===== src/common/ecc_defs.svh =====
`ifndef ECC_DEFS_SVH
`define ECC_DEFS_SVH

// operand width of the prime field
`define ECC_W 32

// group order q = 2^32 - 5
// one conditional subtraction brings any 32-bit word below q
`define ECC_Q 32'hFFFF_FFFB

// operand memory address width in the arithmetic unit
`define ECC_MEM_AW 4

// microcode program counter
`define ECC_PC_W 5

// program entry points, address 0 holds the abort END word
`define ECC_SIGN_PC 5'd1
`define ECC_VER_PC 5'd14

// mask LFSR start value, must be nonzero
`define ECC_LFSR_SEED 32'hACE1_2468

`endif


===== src/common/ecc_pkg.sv =====
`include "ecc_defs.svh"

package ecc_pkg;

    typedef enum logic [1:0] {
        CMD_NONE   = 2'd0,
        CMD_SIGN   = 2'd1,
        CMD_VERIFY = 2'd2
    } ecc_cmd_e;

    // END is zero so an unprogrammed ROM word stops the program
    typedef enum logic [2:0] {
        UOP_END   = 3'd0,
        UOP_LOAD  = 3'd1,
        UOP_ADD   = 3'd2,
        UOP_SUB   = 3'd3,
        UOP_MUL   = 3'd4,
        UOP_STORE = 3'd5
    } uop_e;

    typedef enum logic [3:0] {
        REG_PRIVKEY = 4'd0,
        REG_MSG     = 4'd1,
        REG_R       = 4'd2,
        REG_S       = 4'd3,
        REG_MASK    = 4'd4
    } reg_id_e;

    //------------------------------------------------------------------
    // microcode word, decoded as a move or as an arithmetic op
    //------------------------------------------------------------------
    typedef struct packed {
        uop_e                   op;
        logic [4:0]             rsvd;
        reg_id_e                reg_id;
        logic [`ECC_MEM_AW-1:0] addr;
    } ucode_mov_t;

    typedef struct packed {
        uop_e                   op;
        logic                   rsvd;
        logic [`ECC_MEM_AW-1:0] dst;
        logic [`ECC_MEM_AW-1:0] src_a;
        logic [`ECC_MEM_AW-1:0] src_b;
    } ucode_alu_t;

    typedef union packed {
        ucode_mov_t mov;
        ucode_alu_t alu;
    } ucode_u;

    // host command with its operands
    typedef struct packed {
        ecc_cmd_e          cmd;
        logic [`ECC_W-1:0] privkey;
        logic [`ECC_W-1:0] msg;
        logic [`ECC_W-1:0] r;
        logic [`ECC_W-1:0] s;
    } cmd_req_t;

    typedef struct packed {
        ucode_u instr;
        logic   start;
    } alu_req_t;

    typedef struct packed {
        logic [`ECC_W-1:0] value;
        logic              err;
        logic              match;
    } res_t;

endpackage


===== src/sequencer/ecc_ucode_rom.sv =====
`timescale 1ns/1ps
`include "ecc_defs.svh"

module ecc_ucode_rom (
    input  logic [`ECC_PC_W-1:0] pc_i,
    output ecc_pkg::ucode_u      instr_o
);
    import ecc_pkg::*;

    localparam logic [`ECC_PC_W-1:0] BODY_LEN = 5'd11;

    function automatic ucode_u mov(input uop_e op, input reg_id_e id,
                                   input logic [`ECC_MEM_AW-1:0] addr);
        ucode_u w;
        w.mov = '{op: op, rsvd: '0, reg_id: id, addr: addr};
        return w;
    endfunction

    function automatic ucode_u alu(input uop_e op, input logic [`ECC_MEM_AW-1:0] dst,
                                   input logic [`ECC_MEM_AW-1:0] a,
                                   input logic [`ECC_MEM_AW-1:0] b);
        ucode_u w;
        w.alu = '{op: op, rsvd: 1'b0, dst: dst, src_a: a, src_b: b};
        return w;
    endfunction

    // masked signature body shared by both programs
    // m0 priv, m1 r, m2 msg, m3 d, result lands in m10
    function automatic ucode_u body(input logic [3:0] k);
        case (k)
            4'd0:    return mov(UOP_LOAD, REG_PRIVKEY, 4'd0);
            4'd1:    return mov(UOP_LOAD, REG_R, 4'd1);
            4'd2:    return mov(UOP_LOAD, REG_MSG, 4'd2);
            4'd3:    return mov(UOP_LOAD, REG_MASK, 4'd3);
            4'd4:    return alu(UOP_SUB, 4'd4, 4'd0, 4'd3);
            4'd5:    return alu(UOP_MUL, 4'd5, 4'd4, 4'd1);
            4'd6:    return alu(UOP_SUB, 4'd6, 4'd2, 4'd3);
            4'd7:    return alu(UOP_ADD, 4'd7, 4'd5, 4'd6);
            4'd8:    return alu(UOP_MUL, 4'd8, 4'd3, 4'd1);
            4'd9:    return alu(UOP_ADD, 4'd9, 4'd8, 4'd3);
            default: return alu(UOP_ADD, 4'd10, 4'd7, 4'd9);
        endcase
    endfunction

    always_comb begin
        instr_o = mov(UOP_END, REG_PRIVKEY, '0);
        if (pc_i >= `ECC_SIGN_PC && pc_i < `ECC_SIGN_PC + BODY_LEN) begin
            instr_o = body(4'(pc_i - `ECC_SIGN_PC));
        end else if (pc_i == `ECC_SIGN_PC + BODY_LEN) begin
            instr_o = mov(UOP_STORE, REG_PRIVKEY, 4'd10);
        end else if (pc_i >= `ECC_VER_PC && pc_i < `ECC_VER_PC + BODY_LEN) begin
            instr_o = body(4'(pc_i - `ECC_VER_PC));
        end else if (pc_i == `ECC_VER_PC + BODY_LEN) begin
            instr_o = mov(UOP_LOAD, REG_S, 4'd11);
        end else if (pc_i == `ECC_VER_PC + BODY_LEN + 5'd1) begin
            // zero difference means the given s matches
            instr_o = alu(UOP_SUB, 4'd12, 4'd10, 4'd11);
        end else if (pc_i == `ECC_VER_PC + BODY_LEN + 5'd2) begin
            instr_o = mov(UOP_STORE, REG_PRIVKEY, 4'd12);
        end
    end

endmodule


===== src/sequencer/ecc_dsa_fsm.sv =====
`timescale 1ns/1ps
`include "ecc_defs.svh"

module ecc_dsa_fsm (
    input  logic                 clk,
    input  logic                 reset_n,
    input  logic                 start_i,
    input  ecc_pkg::ecc_cmd_e    cmd_i,
    input  logic                 range_err_i,
    output logic [`ECC_PC_W-1:0] pc_o,
    input  ecc_pkg::ucode_u      instr_i,
    output ecc_pkg::alu_req_t    alu_req_o,
    input  logic                 alu_busy_i,
    output ecc_pkg::reg_id_e     load_sel_o,
    output logic                 store_o,
    output logic                 done_o
);
    import ecc_pkg::*;

    // address 0 holds END, used to abort a command
    localparam logic [`ECC_PC_W-1:0] ABORT_PC = '0;

    logic                 run_q;
    logic [`ECC_PC_W-1:0] pc_q;
    logic [`ECC_PC_W-1:0] entry_pc;
    logic                 step;
    uop_e                 op;

    //------------------------------------------------------------------
    // command dispatch
    //------------------------------------------------------------------
    always_comb begin
        case (cmd_i)
            CMD_SIGN:   entry_pc = `ECC_SIGN_PC;
            CMD_VERIFY: entry_pc = `ECC_VER_PC;
            default:    entry_pc = ABORT_PC;
        endcase
        if (range_err_i) begin
            entry_pc = ABORT_PC;
        end
    end

    // pc holds while the ALU is busy
    always_ff @(posedge clk or negedge reset_n) begin
        if (!reset_n) begin
            run_q <= 1'b0;
            pc_q  <= ABORT_PC;
        end else if (!run_q) begin
            if (start_i) begin
                run_q <= 1'b1;
                pc_q  <= entry_pc;
            end
        end else if (!alu_busy_i) begin
            if (op == UOP_END) begin
                run_q <= 1'b0;
            end else begin
                pc_q <= pc_q + 1'b1;
            end
        end
    end

    //------------------------------------------------------------------
    // instruction issue
    //------------------------------------------------------------------
    assign op   = instr_i.mov.op;
    assign step = run_q && !alu_busy_i;
    assign pc_o = pc_q;

    always_comb begin
        alu_req_o.instr = instr_i;
        alu_req_o.start = step && (op inside {UOP_LOAD, UOP_ADD, UOP_SUB, UOP_MUL});
    end

    assign load_sel_o = instr_i.mov.reg_id;
    assign store_o    = step && (op == UOP_STORE);
    // single cycle, the FSM drops to idle on the same edge
    assign done_o     = step && (op == UOP_END);

endmodule


===== src/arith/ecc_mod_alu.sv =====
`timescale 1ns/1ps
`include "ecc_defs.svh"

module ecc_mod_alu (
    input  logic              clk,
    input  logic              reset_n,
    input  ecc_pkg::alu_req_t req_i,
    input  logic [`ECC_W-1:0] load_data_i,
    output logic [`ECC_W-1:0] rd_data_o,
    output logic              busy_o
);
    import ecc_pkg::*;

    localparam logic [`ECC_W-1:0] Q = `ECC_Q;
    localparam int DEPTH = 1 << `ECC_MEM_AW;
    localparam logic [4:0] LAST_BIT = 5'd31;

    logic [`ECC_W-1:0]      mem [DEPTH];
    logic [`ECC_W-1:0]      opa;
    logic [`ECC_W-1:0]      opb;
    logic [`ECC_W-1:0]      mul_a;
    logic [`ECC_W-1:0]      mul_b;
    logic [`ECC_W-1:0]      acc;
    logic [`ECC_W-1:0]      acc_dbl;
    logic [`ECC_W-1:0]      acc_next;
    logic [`ECC_MEM_AW-1:0] mul_dst;
    logic [4:0]             bit_cnt;
    logic                   mul_start;
    uop_e                   op;

    function automatic logic [`ECC_W-1:0] mod_add(input logic [`ECC_W-1:0] a,
                                                  input logic [`ECC_W-1:0] b);
        logic [`ECC_W:0] sum;
        sum = {1'b0, a} + {1'b0, b};
        if (sum >= {1'b0, Q}) begin
            sum = sum - {1'b0, Q};
        end
        return sum[`ECC_W-1:0];
    endfunction

    // a wrapped difference plus q lands back in range
    function automatic logic [`ECC_W-1:0] mod_sub(input logic [`ECC_W-1:0] a,
                                                  input logic [`ECC_W-1:0] b);
        logic [`ECC_W-1:0] diff;
        diff = a - b;
        if (a < b) begin
            diff = diff + Q;
        end
        return diff;
    endfunction

    function automatic logic [`ECC_W-1:0] reduce(input logic [`ECC_W-1:0] x);
        return (x >= Q) ? x - Q : x;
    endfunction

    assign op        = req_i.instr.alu.op;
    assign opa       = mem[req_i.instr.alu.src_a];
    assign opb       = mem[req_i.instr.alu.src_b];
    assign rd_data_o = mem[req_i.instr.mov.addr];
    assign mul_start = req_i.start && (op == UOP_MUL);

    //------------------------------------------------------------------
    // serial multiply, MSB first double and add
    //------------------------------------------------------------------
    assign acc_dbl  = mod_add(acc, acc);
    assign acc_next = mul_b[`ECC_W-1] ? mod_add(acc_dbl, mul_a) : acc_dbl;

    always_ff @(posedge clk or negedge reset_n) begin
        if (!reset_n) begin
            busy_o  <= 1'b0;
            bit_cnt <= '0;
        end else if (mul_start) begin
            busy_o  <= 1'b1;
            bit_cnt <= '0;
        end else if (busy_o) begin
            bit_cnt <= bit_cnt + 1'b1;
            if (bit_cnt == LAST_BIT) begin
                busy_o <= 1'b0;
            end
        end
    end

    always_ff @(posedge clk) begin
        if (mul_start) begin
            mul_a   <= opa;
            mul_b   <= opb;
            mul_dst <= req_i.instr.alu.dst;
            acc     <= '0;
        end else if (busy_o) begin
            acc   <= acc_next;
            mul_b <= mul_b << 1;
        end
    end

    // operand memory writes
    always_ff @(posedge clk) begin
        if (req_i.start) begin
            case (op)
                UOP_LOAD: mem[req_i.instr.mov.addr] <= reduce(load_data_i);
                UOP_ADD:  mem[req_i.instr.alu.dst] <= mod_add(opa, opb);
                UOP_SUB:  mem[req_i.instr.alu.dst] <= mod_sub(opa, opb);
                default:  ;
            endcase
        end else if (busy_o && bit_cnt == LAST_BIT) begin
            mem[mul_dst] <= acc_next;
        end
    end

endmodule


===== src/design/ecc_io_regs.sv =====
`timescale 1ns/1ps
`include "ecc_defs.svh"

module ecc_io_regs (
    input  logic              clk,
    input  logic              reset_n,
    input  logic              cmd_valid_i,
    input  ecc_pkg::cmd_req_t cmd_i,
    output logic              cmd_ready_o,
    output logic              res_valid_o,
    output ecc_pkg::res_t     res_o,
    input  logic              res_ready_i,
    output logic              start_o,
    output ecc_pkg::ecc_cmd_e cmd_o,
    output logic              range_err_o,
    input  ecc_pkg::reg_id_e  load_sel_i,
    output logic [`ECC_W-1:0] load_data_o,
    input  logic              store_i,
    input  logic [`ECC_W-1:0] store_data_i,
    input  logic              done_i
);
    import ecc_pkg::*;

    localparam logic [`ECC_W-1:0] Q = `ECC_Q;
    // x^32 + x^22 + x^2 + x + 1
    localparam logic [`ECC_W-1:0] LFSR_POLY = 32'h8020_0003;

    cmd_req_t          op_q;
    logic [`ECC_W-1:0] msg_red_q;
    logic [`ECC_W-1:0] mask_q;
    logic [`ECC_W-1:0] lfsr_q;
    logic              busy_q;
    logic              accept;

    function automatic logic out_of_range(input logic [`ECC_W-1:0] x);
        return (x == '0) || (x >= Q);
    endfunction

    // one command in flight until its result is taken
    assign cmd_ready_o = !busy_q;
    assign accept      = cmd_valid_i && cmd_ready_o;
    assign cmd_o       = op_q.cmd;

    // operands, reduced msg and the latched mask
    always_ff @(posedge clk) begin
        if (accept) begin
            op_q      <= cmd_i;
            msg_red_q <= (cmd_i.msg >= Q) ? cmd_i.msg - Q : cmd_i.msg;
            mask_q    <= (lfsr_q >= Q) ? lfsr_q - Q : lfsr_q;
        end
    end

    always_comb begin
        case (op_q.cmd)
            CMD_SIGN:   range_err_o = out_of_range(op_q.privkey);
            CMD_VERIFY: range_err_o = out_of_range(op_q.r) || out_of_range(op_q.s);
            default:    range_err_o = 1'b0;
        endcase
    end

    always_comb begin
        case (load_sel_i)
            REG_PRIVKEY: load_data_o = op_q.privkey;
            REG_MSG:     load_data_o = msg_red_q;
            REG_R:       load_data_o = op_q.r;
            REG_S:       load_data_o = op_q.s;
            REG_MASK:    load_data_o = mask_q;
            default:     load_data_o = '0;
        endcase
    end

    //------------------------------------------------------------------
    // mask source, handshake and result register
    //------------------------------------------------------------------
    always_ff @(posedge clk or negedge reset_n) begin
        if (!reset_n) begin
            lfsr_q      <= `ECC_LFSR_SEED;
            busy_q      <= 1'b0;
            start_o     <= 1'b0;
            res_valid_o <= 1'b0;
            res_o       <= '0;
        end else begin
            lfsr_q  <= {1'b0, lfsr_q[`ECC_W-1:1]} ^ (lfsr_q[0] ? LFSR_POLY : '0);
            start_o <= accept;
            if (accept) begin
                busy_q <= 1'b1;
                res_o  <= '0;
            end
            if (store_i) begin
                res_o.value <= store_data_i;
            end
            if (done_i) begin
                res_valid_o <= 1'b1;
                res_o.err   <= range_err_o;
                res_o.match <= (op_q.cmd == CMD_VERIFY) && !range_err_o
                               && (res_o.value == '0);
            end
            if (res_valid_o && res_ready_i) begin
                res_valid_o <= 1'b0;
                busy_q      <= 1'b0;
            end
        end
    end

endmodule


===== src/design/ecc_dsa_top.sv =====
`timescale 1ns/1ps
`include "ecc_defs.svh"

module ecc_dsa_top (
    input  logic              clk,
    input  logic              reset_n,
    input  logic              cmd_valid_i,
    input  ecc_pkg::cmd_req_t cmd_i,
    output logic              cmd_ready_o,
    output logic              res_valid_o,
    output ecc_pkg::res_t     res_o,
    input  logic              res_ready_i
);
    import ecc_pkg::*;

    logic                 start;
    ecc_cmd_e             cmd;
    logic                 range_err;
    reg_id_e              load_sel;
    logic [`ECC_W-1:0]    load_data;
    logic                 store;
    logic [`ECC_W-1:0]    rd_data;
    logic                 done;
    logic [`ECC_PC_W-1:0] pc;
    ucode_u               instr;
    alu_req_t             alu_req;
    logic                 alu_busy;

    ecc_io_regs ecc_io_regs_inst (
        .clk(clk),
        .reset_n(reset_n),
        .cmd_valid_i(cmd_valid_i),
        .cmd_i(cmd_i),
        .cmd_ready_o(cmd_ready_o),
        .res_valid_o(res_valid_o),
        .res_o(res_o),
        .res_ready_i(res_ready_i),
        .start_o(start),
        .cmd_o(cmd),
        .range_err_o(range_err),
        .load_sel_i(load_sel),
        .load_data_o(load_data),
        .store_i(store),
        .store_data_i(rd_data),
        .done_i(done)
    );

    ecc_dsa_fsm ecc_dsa_fsm_inst (
        .clk(clk),
        .reset_n(reset_n),
        .start_i(start),
        .cmd_i(cmd),
        .range_err_i(range_err),
        .pc_o(pc),
        .instr_i(instr),
        .alu_req_o(alu_req),
        .alu_busy_i(alu_busy),
        .load_sel_o(load_sel),
        .store_o(store),
        .done_o(done)
    );

    ecc_ucode_rom ecc_ucode_rom_inst (
        .pc_i(pc),
        .instr_o(instr)
    );

    ecc_mod_alu ecc_mod_alu_inst (
        .clk(clk),
        .reset_n(reset_n),
        .req_i(alu_req),
        .load_data_i(load_data),
        .rd_data_o(rd_data),
        .busy_o(alu_busy)
    );

endmodule


===== config.mk =====
export PLATFORM = sky130hd
export DESIGN_NAME = ecc_dsa_top
export DESIGN_NICKNAME = d
export VERILOG_FILES = /design/src/common/ecc_pkg.sv /design/src/sequencer/ecc_ucode_rom.sv /design/src/sequencer/ecc_dsa_fsm.sv /design/src/arith/ecc_mod_alu.sv /design/src/design/ecc_io_regs.sv /design/src/design/ecc_dsa_top.sv
export VERILOG_INCLUDE_DIRS = /design/src /design/src/common
export SDC_FILE = /design/constraint.sdc
export NUM_CORES = 2
export LEC_CHECK = 0
export BUFFER_PORTS_ARGS = -buffer_cell sky130_fd_sc_hd__clkbuf_2
export CAP_MARGIN = 20
export CORE_MARGIN = 2
export CORE_UTILIZATION = 40
export CTS_CLUSTER_SIZE = 20
export DETAILED_ROUTE_END_ITERATION = 8
export GPL_TIMING_DRIVEN = 0
export PLACE_DENSITY_LB_ADDON = 0.2
export SYNTH_ARGS = -nofsm -noshare
export SYNTH_HDL_FRONTEND = slang
export SYNTH_SLANG_ARGS = --single-unit
export TNS_END_PERCENT = 30

===== constraint.sdc =====
create_clock -name clk -period 24.6 [get_ports clk]
set_clock_uncertainty 0.2 [all_clocks]
set_input_delay 2.46 -clock clk [delete_from_list [all_inputs] [get_ports clk]]
set_output_delay 2.46 -clock clk [all_outputs]
set_load 0.01 [all_outputs]

======== Yosys cells after proc, flatten, opt, wreduce, memory -nomap -nowiden ========
Memories as Yosys holds them, arrays and structs flattened.
Cells that the tools add are included.
operators by class
  $add $sub $neg .......................... 15
  multiply operators ...................... 0
  divide/modulo/power cells ............... 0
  order comparisons ....................... 14
  equal/unequal tests ..................... 18
  shift operators ......................... 0
  mux-type cells .......................... 64
  bitwise logic cells ..................... 2
  reductions and logical operators ........ 35
operators by type and width
  operator                                                             number
  2-to-1 mux 32 bit                                                    19
  greater-or-equal comparator 32 bit, second input constant            6
  subtractor 32 bit, second input constant                             6
  case mux 32 bit (5 select lines)                                     1
  zero test 32 bit                                                     4
  adder 32 x 32 -> 33 bit                                              3
  greater-or-equal comparator 33 x 32 -> 1 bit, second input constant  3
  2-to-1 mux 16 bit                                                    6
  OR reduction 32 bit                                                  2
  2-to-1 mux 34 bit                                                    1
  adder 32 bit, second input constant                                  1
  less-than comparator 32 bit                                          1
  subtractor 32 bit                                                    1
  XOR 31 x 32 -> 32 bit                                                1
  2-to-1 mux 5 bit                                                     6
  2-to-1 mux 1 bit                                                     25
  == test 5 bit, second input constant                                 4
  logical AND 1 bit                                                    12
  2-to-1 mux 4 bit                                                     3
  nonzero test 2 bit                                                   6
  adder 5 x 1 -> 5 bit, second input constant                          2
  == test 4 x 2 -> 1 bit, second input constant                        2
  case mux 4 bit (2 select lines)                                      1
  == test 3 x 2 -> 1 bit, second input constant                        2
  23 further kinds                                                     30
word-level totals
  register bits after elaboration ......... 343
  bits in latches ......................... 0
  RAM bits ................................ 512
  bits in read-only memories .............. 480
  input port bits ......................... 134
  output and inout bits ................... 36
  word-level logic and storage cells ...... 172
  memories kept ........................... 3
memories
  name                  depth  width  read ports  clocked after Yosys merged registers in  wr ports  line                 source
  ecc_mod_alu_inst.mem  16     32     2           0                                        1         ecc_mod_alu.sv:18    logic [`ECC_W-1:0] mem [DEPTH];
  (no name shown)       16     15     1           0                                        0         ecc_ucode_rom.sv:30  case (k)
  (no name shown)       16     15     1           0                                        0         ecc_ucode_rom.sv:30

======== Logic depth before layout (Yosys ltp) ========
  word-level depth ........................ 16
  gate-level depth with buffers ........... 35
  depth with buffers taken out ............ 29

======== Modules after synthesis ========
Synthesis repeated with hierarchy kept, for this count alone.
unflattened totals
  cells, all modules ...................... 3794
  area total of the unflattened synthesis .. 48347.6 um^2
modules (own cells, without submodules)
  module         instances  cells an instance  area each (um^2)  sequential area each (um^2)
  ecc_mod_alu    1          2919               37637.3           18207.5
  ecc_io_regs    1          665                9158.8            6607.6
  ecc_ucode_rom  1          143                973.4             0.0
  ecc_dsa_fsm    1          67                 578.1             150.1

======== Least setup slack after synthesis ========
No wires, ideal clock.
  path type ............................... register to register
  from .................................... reg ecc_dsa_fsm_inst.pc_q[2], in the netlist ecc_dsa_fsm_inst.pc_o[2]
  to ...................................... mem ecc_mod_alu_inst.mem[0][27] in the netlist's numbering (data pin)
  setup time .............................. 0.489 ns
  data arrival time ....................... 7.943 ns
  required time ........................... 23.911 ns
  setup slack ............................. 15.968 ns
  stages on the path, launching flop included .. 35
  buffers on the path ..................... 6
  clock period less this slack ............ 8.632 ns
  path through ............................ dfrtp_1 -> ha_1 -> inv_1 -> ha_1 -> buf_2 -> nand2b_1 -> a21oi_1 -> a221oi_2 -> o21a_1 -> nor2_1 -> clkbuf_1 -> buf_1 -> clkbuf_1 -> clkbuf_1 -> nand2_1 -> nand3_1 -> nand2_1 -> a21oi_1 -> nor2_1 -> a21oi_1 -> ha_1 -> buf_4 -> or3_1 -> nor3_1 -> nor3b_2 -> o21ai_0 -> o21a_1 -> xnor2_1 -> nand3_1 -> nor3_1 -> nand4_1 -> nor2_1 -> xnor2_1 -> o22ai_1 -> a2111oi_0
on the way
  elaborated cells between the ends (all ways) .. 62
  those cells by class .................... 7 x add/sub; 7 x order compare; 12 x eq/ne; 25 x mux; 1 x bitwise; 7 x reduce/logical; 3 x memory
RTL lines
  element                                                              line                                  source
  start: declaration                                                   ecc_dsa_fsm.sv:24                     logic [`ECC_PC_W-1:0] pc_q;
  start signal: assignment                                             ecc_dsa_fsm.sv:51                     pc_q <= entry_pc;
  start signal: assignment                                             ecc_dsa_fsm.sv:57                     pc_q <= pc_q + 1'b1;
  branches (longest 5 deep; another with memory read (16 x 15 bit))    n/a
  2-to-1 mux 16 bit (*)                                                ecc_ucode_rom.sv:47                   if (pc_i >= `ECC_SIGN_PC && pc_i < `ECC_SIGN_PC + BODY_LEN) begin
  memory read (16 x 32 bit) (*)                                        n/a
  net ecc_mod_alu_inst.opa[8]                                          ecc_mod_alu.sv:19                     logic [`ECC_W-1:0] opa;
  adder 32 x 32 -> 33 bit / subtractor 32 bit (equally long branches)  ecc_mod_alu.sv:34, ecc_mod_alu.sv:45
  subtractor 32 bit (tied with other cells)                            ecc_mod_alu.sv:36                     sum = sum - {1'b0, Q};
  2-to-1 mux 32 bit (on tied branches)                                 ecc_mod_alu.sv:35, ecc_mod_alu.sv:46
  2-to-1 mux 32 bit                                                    ecc_mod_alu.sv:98                     case (op)
  2-to-1 mux 32 bit                                                    ecc_mod_alu.sv:97                     if (req_i.start) begin
  2-to-1 mux 32 bit (no line) (*) (3 in series)                        n/a
  end: declaration                                                     ecc_mod_alu.sv:18
Mark *: on every way through the listed nets, which the timed path passes. The select of a mux whose other input is x is not followed.

======== Worst setup path in the final report ========
  from .................................... reg ecc_dsa_fsm_inst.pc_q[1], in the netlist ecc_dsa_fsm_inst.pc_o[1]
  to ...................................... mem ecc_mod_alu_inst.mem[4][18] in the netlist's numbering (data pin)
on the way
  word-level cells in the longest chain between the ends .. 16
  elaborated cells between the ends (all ways) .. 62
  those cells by class .................... 7 x add/sub; 7 x order compare; 12 x eq/ne; 25 x mux; 1 x bitwise; 7 x reduce/logical; 3 x memory
RTL lines
  element                                                                    line                 source
  branches (longest 6 deep; another with memory read (16 x 15 bit))          n/a
  2-to-1 mux 16 bit (*)                                                      ecc_ucode_rom.sv:47
  memory read (16 x 32 bit) (tied with other cells)                          n/a
  adder 32 x 32 -> 33 bit (tied with other cells)                            ecc_mod_alu.sv:34    sum = {1'b0, a} + {1'b0, b};
  subtractor 32 bit (tied with other cells)                                  ecc_mod_alu.sv:36
  2-to-1 mux 32 bit (tied with other cells)                                  ecc_mod_alu.sv:35    if (sum >= {1'b0, Q}) begin
  2-to-1 mux 32 bit (tied with other cells)                                  ecc_mod_alu.sv:98
  2-to-1 mux 32 bit / bitwise OR 1 bit (equally long branches)               n/a
  2-to-1 mux 32 bit (no line) / OR reduction 32 bit (equally long branches)  n/a
  2-to-1 mux 32 bit (no line)                                                n/a
  2-to-1 mux 32 bit (no line) (*)                                            n/a
Every way passes the cells marked *. The select of a mux whose other input is x is not followed.

==> flow_summary.yaml <==
timing:
  period_needed_ns: 12.84
  rsz0062_at_grt: "false"
  finalSetupTns_ns: 0
  finalHoldViolCount: 0
  final_max_slew_viol_count: 0
  fmax_mhz: 77.9
  slew_headroom_pct: 7.26
  fin_crit_sh_pct: 52.2
  tightest_slew_ns: 1.38
  setup_viol: 0
finish:
  drive_above_1_share_pct: 10.6
  areaGrowthSynthToFinish_pct: 15.6
  fillers: 11700
  nNetsFinal: 5908
place:
  portBuffers: 169
  hpwlAfterDp_um: 176000
  gp_congestion: 1.07
grt:
  grt_pass1_vias: 43400
  antenna_found_initial: 10
  grt_max_degree: 108
  grt-ovfl-total: 0
  grt_pass1_wl_um: 321000
  grt_usage_pct: 35.4
logic_synthesis:
  synth-simple-area-share_pct: 22.0
  syn_area_mm2: 0.0502
  synth.area.mux_share_pct: 1.43
  synth_fa_ha_area_share_pct: 3.04
  synth_fp_nets: 5561
  synth-compound-area-share_pct: 16.7
  synth_common_cells: "nand2_1, edfxtp_1, nand3_1"
  ys_types: 115
  synthCells: 5307
  ys_ff_latch: 855
  avgSynthCellArea_um2: 9.46
  synth_top_area_cell: "edfxtp_1"
  synth_xor_area_share_pct: 3.40
  yosys_warnings: 0
  synth_top_family_by_area: "simple AND/OR/NAND/NOR gates"
  synth_ff_type: "edfxtp_1"
  synth_top_area_share_pct: 44.4
  async_reset_ff_share_pct: 9.47
  synth_most_common_cell: "nand2_1"
  synth_area_leaders: "edfxtp_1, nand2_1, nand3_1, a21oi_1, dfrtp_1"
  synth_edf_count: 742
  ys_seq_area_share_pct: 49.7
detailed_routing:
  wl_per_cell_um: 31.7
  drc: 0
  ant_nets: 0
  firstDrtPassIters: 7
  viasPerCell: 6.41
  wl_um: 234000
  dr_total_vias: 47300
  initialDrtViolationCount: 7725
floorplanning:
  core_mm2: 0.124
  ios: 170
  dieArea_mm2: 0.128
  start_util_pct: 40.4
  die_h_um: 358
  rows: 129
  die_x_um: 358
setup_path:
  cpMaxStageDelayCell: "a21oi_1"
  cp.arrival_ns: 13.06
  worstReg2RegStart: "ecc_dsa_fsm_inst.pc_o[1]$_DFFE_PN0P_"
  reg2reg_setup_slack_ns: 11.76
  required_ns: 24.82
  crit_type: "reg -> reg"
  max_stage_delay_ns: 0.91
  worst_setup_path_end_kind: "flip-flop"
  timing.critical_path.mode_cell: "and3_1"
  crit_fanout: 16
  start_kind: "flip-flop"
  startpoint: "ecc_dsa_fsm_inst.pc_o[1]$_DFFE_PN0P_"
clock_network:
  cts.sinks: 855
  htreeDepth: 3
  cts_root_buffer: "clkbuf_16"
  postCtsSetupBuffers: 0
  cts_resized: 0
  clk_latency_ns: 0.79
  cts_hold_buffers: 0
  path_clk_slew_ns: 0.06
  cts_made_buffers: 99
  tritoncts: "yes"
  clockBufferDepth: 3
outcome:
  status: "finished clean"
min_path:
  worstHoldStart: "ecc_io_regs_inst.lfsr_q[6]$_DFF_PN1_"
  hold_path_class: "reg -> reg"
flow_run:
  maxCapViolations: 0
## per-layer routing
| metal | vias up | GRT usage [%] | wire length [µm] |
|---|---|---|---|
| met4 | 14 | 19.3 | 15000 |
| met1 | 23200 | 46.7 | 91700 |
| met2 | 3148 | 50.6 | 97200 |
| met3 | 664 | 12.3 | 29700 |
| met5 | - | 0.667 | 181 |
| li1 | 20300 | - | - |
## worst paths after layout
path | to | depth (start not counted)
worst max-delay path | ecc_mod_alu_inst.mem[4][18]$_DFFE_PP_ | 31
worst min-delay path | ecc_io_regs_inst.lfsr_q[5]$_DFF_PN1_ | 0
worst max register to register | ecc_mod_alu_inst.mem[4][18]$_DFFE_PP_ | 31
worst min register to register | ecc_io_regs_inst.lfsr_q[5]$_DFF_PN1_ | 0
max in group asynchronous | ecc_io_regs_inst.lfsr_q[21]$_DFF_PN1_ | 2
min in group asynchronous | ecc_io_regs_inst.res_o[10]$_DFFE_PN0P_ | 1
## state kept, by name, indices dropped and copies added, names as in the netlist
register	count
ecc_mod_alu_inst.mem	512
ecc_io_regs_inst.op_q	96
ecc_io_regs_inst.res_o	34
ecc_io_regs_inst.lfsr_q	32
ecc_io_regs_inst.mask_q	32
ecc_io_regs_inst.msg_red_q	32
ecc_mod_alu_inst.acc	32
ecc_mod_alu_inst.mul_a	32
ecc_mod_alu_inst.mul_b	32
ecc_dsa_fsm_inst.pc_o	5
ecc_mod_alu_inst.bit_cnt	5
ecc_mod_alu_inst.mul_dst	4
ecc_io_regs_inst.cmd_o	2
ecc_dsa_fsm_inst.run_q	1
ecc_io_regs_inst.busy_q	1
ecc_io_regs_inst.res_valid_o	1
ecc_io_regs_inst.start_o	1
ecc_mod_alu_inst.busy_o	1
## kinds of logic (layout without fill, tap and decap cells)
family | after synthesis | in the layout
compound gates | 1263 | 1263
xor+xnor | 193 | 193
fa+ha+maj | 120 | 120
buf+inv | 458 | 890
flops | 855 | 855
mux | 70 | 70
other cells | 0 | 4
simple gates | 2348 | 2348
## cells in the final DEF (no fill, tap or decap), types with 77 or more instances in the layout
master and instances:
clkbuf_1 275, ha_1 117, nor2_1 208, nand2_1 1115, xnor2_1 130, nand3_1 361, clkbuf_2 169, edfxtp_1 742
a211oi_1 186, nor4_1 77, clkbuf_16 99, inv_1 104, o21ai_0 188, a21oi_1 336, a31oi_1 120, and2_1 209
## worst max-delay path: cells and delay by family, from the launching register on
family | cells | cell delay [ns]
DFF | 1 | 0.47
buffers and inverters | 7 | 2.92
xor gates and xnor gates | 1 | 0.11
AOI/OAI and AO/OA | 13 | 6.36
and+or+nand+nor | 8 | 1.90
adders and majority gates | 2 | 0.50
## through the flow
stage / hold WS [ns] / worst slack [ns] / utilization [%] / cells / area [µm²]
2_1_floorplan: 0.158 / 15.97 / - / 5307 / 50200
3_3_place_gp: 0.163 / 8.72 / 42.8 / 7113 / 53100
3_5_place_dp: 0.164 / 12.25 / 43.9 / 7179 / 54500
4_1_cts: 0.173 / 12.20 / 46.7 / 7365 / 57900
5_1_grt: 0.171 / 11.47 / 46.8 / 7376 / 58000
6_report: 0.170 / 11.76 / 46.8 / 7380 / 58000
## area by class of cell
cell class	instances	area (µm²)	share of cell area, %
plain buffers	348	1440	2.47
multi-input cells	3994	23700	40.9
well taps	1637	2050	3.53
clock inverters	73	862	1.49
repair buffers	246	2000	3.45
diodes	4	10.0	0.0172
flip-flops and latches	855	25000	43.0
clock buffers	113	2570	4.43
inverters	110	422	0.727
Power is left out: the tool's default activity adds up to more than one toggle a clock period on the data nets, which glitch-free logic cannot reach.
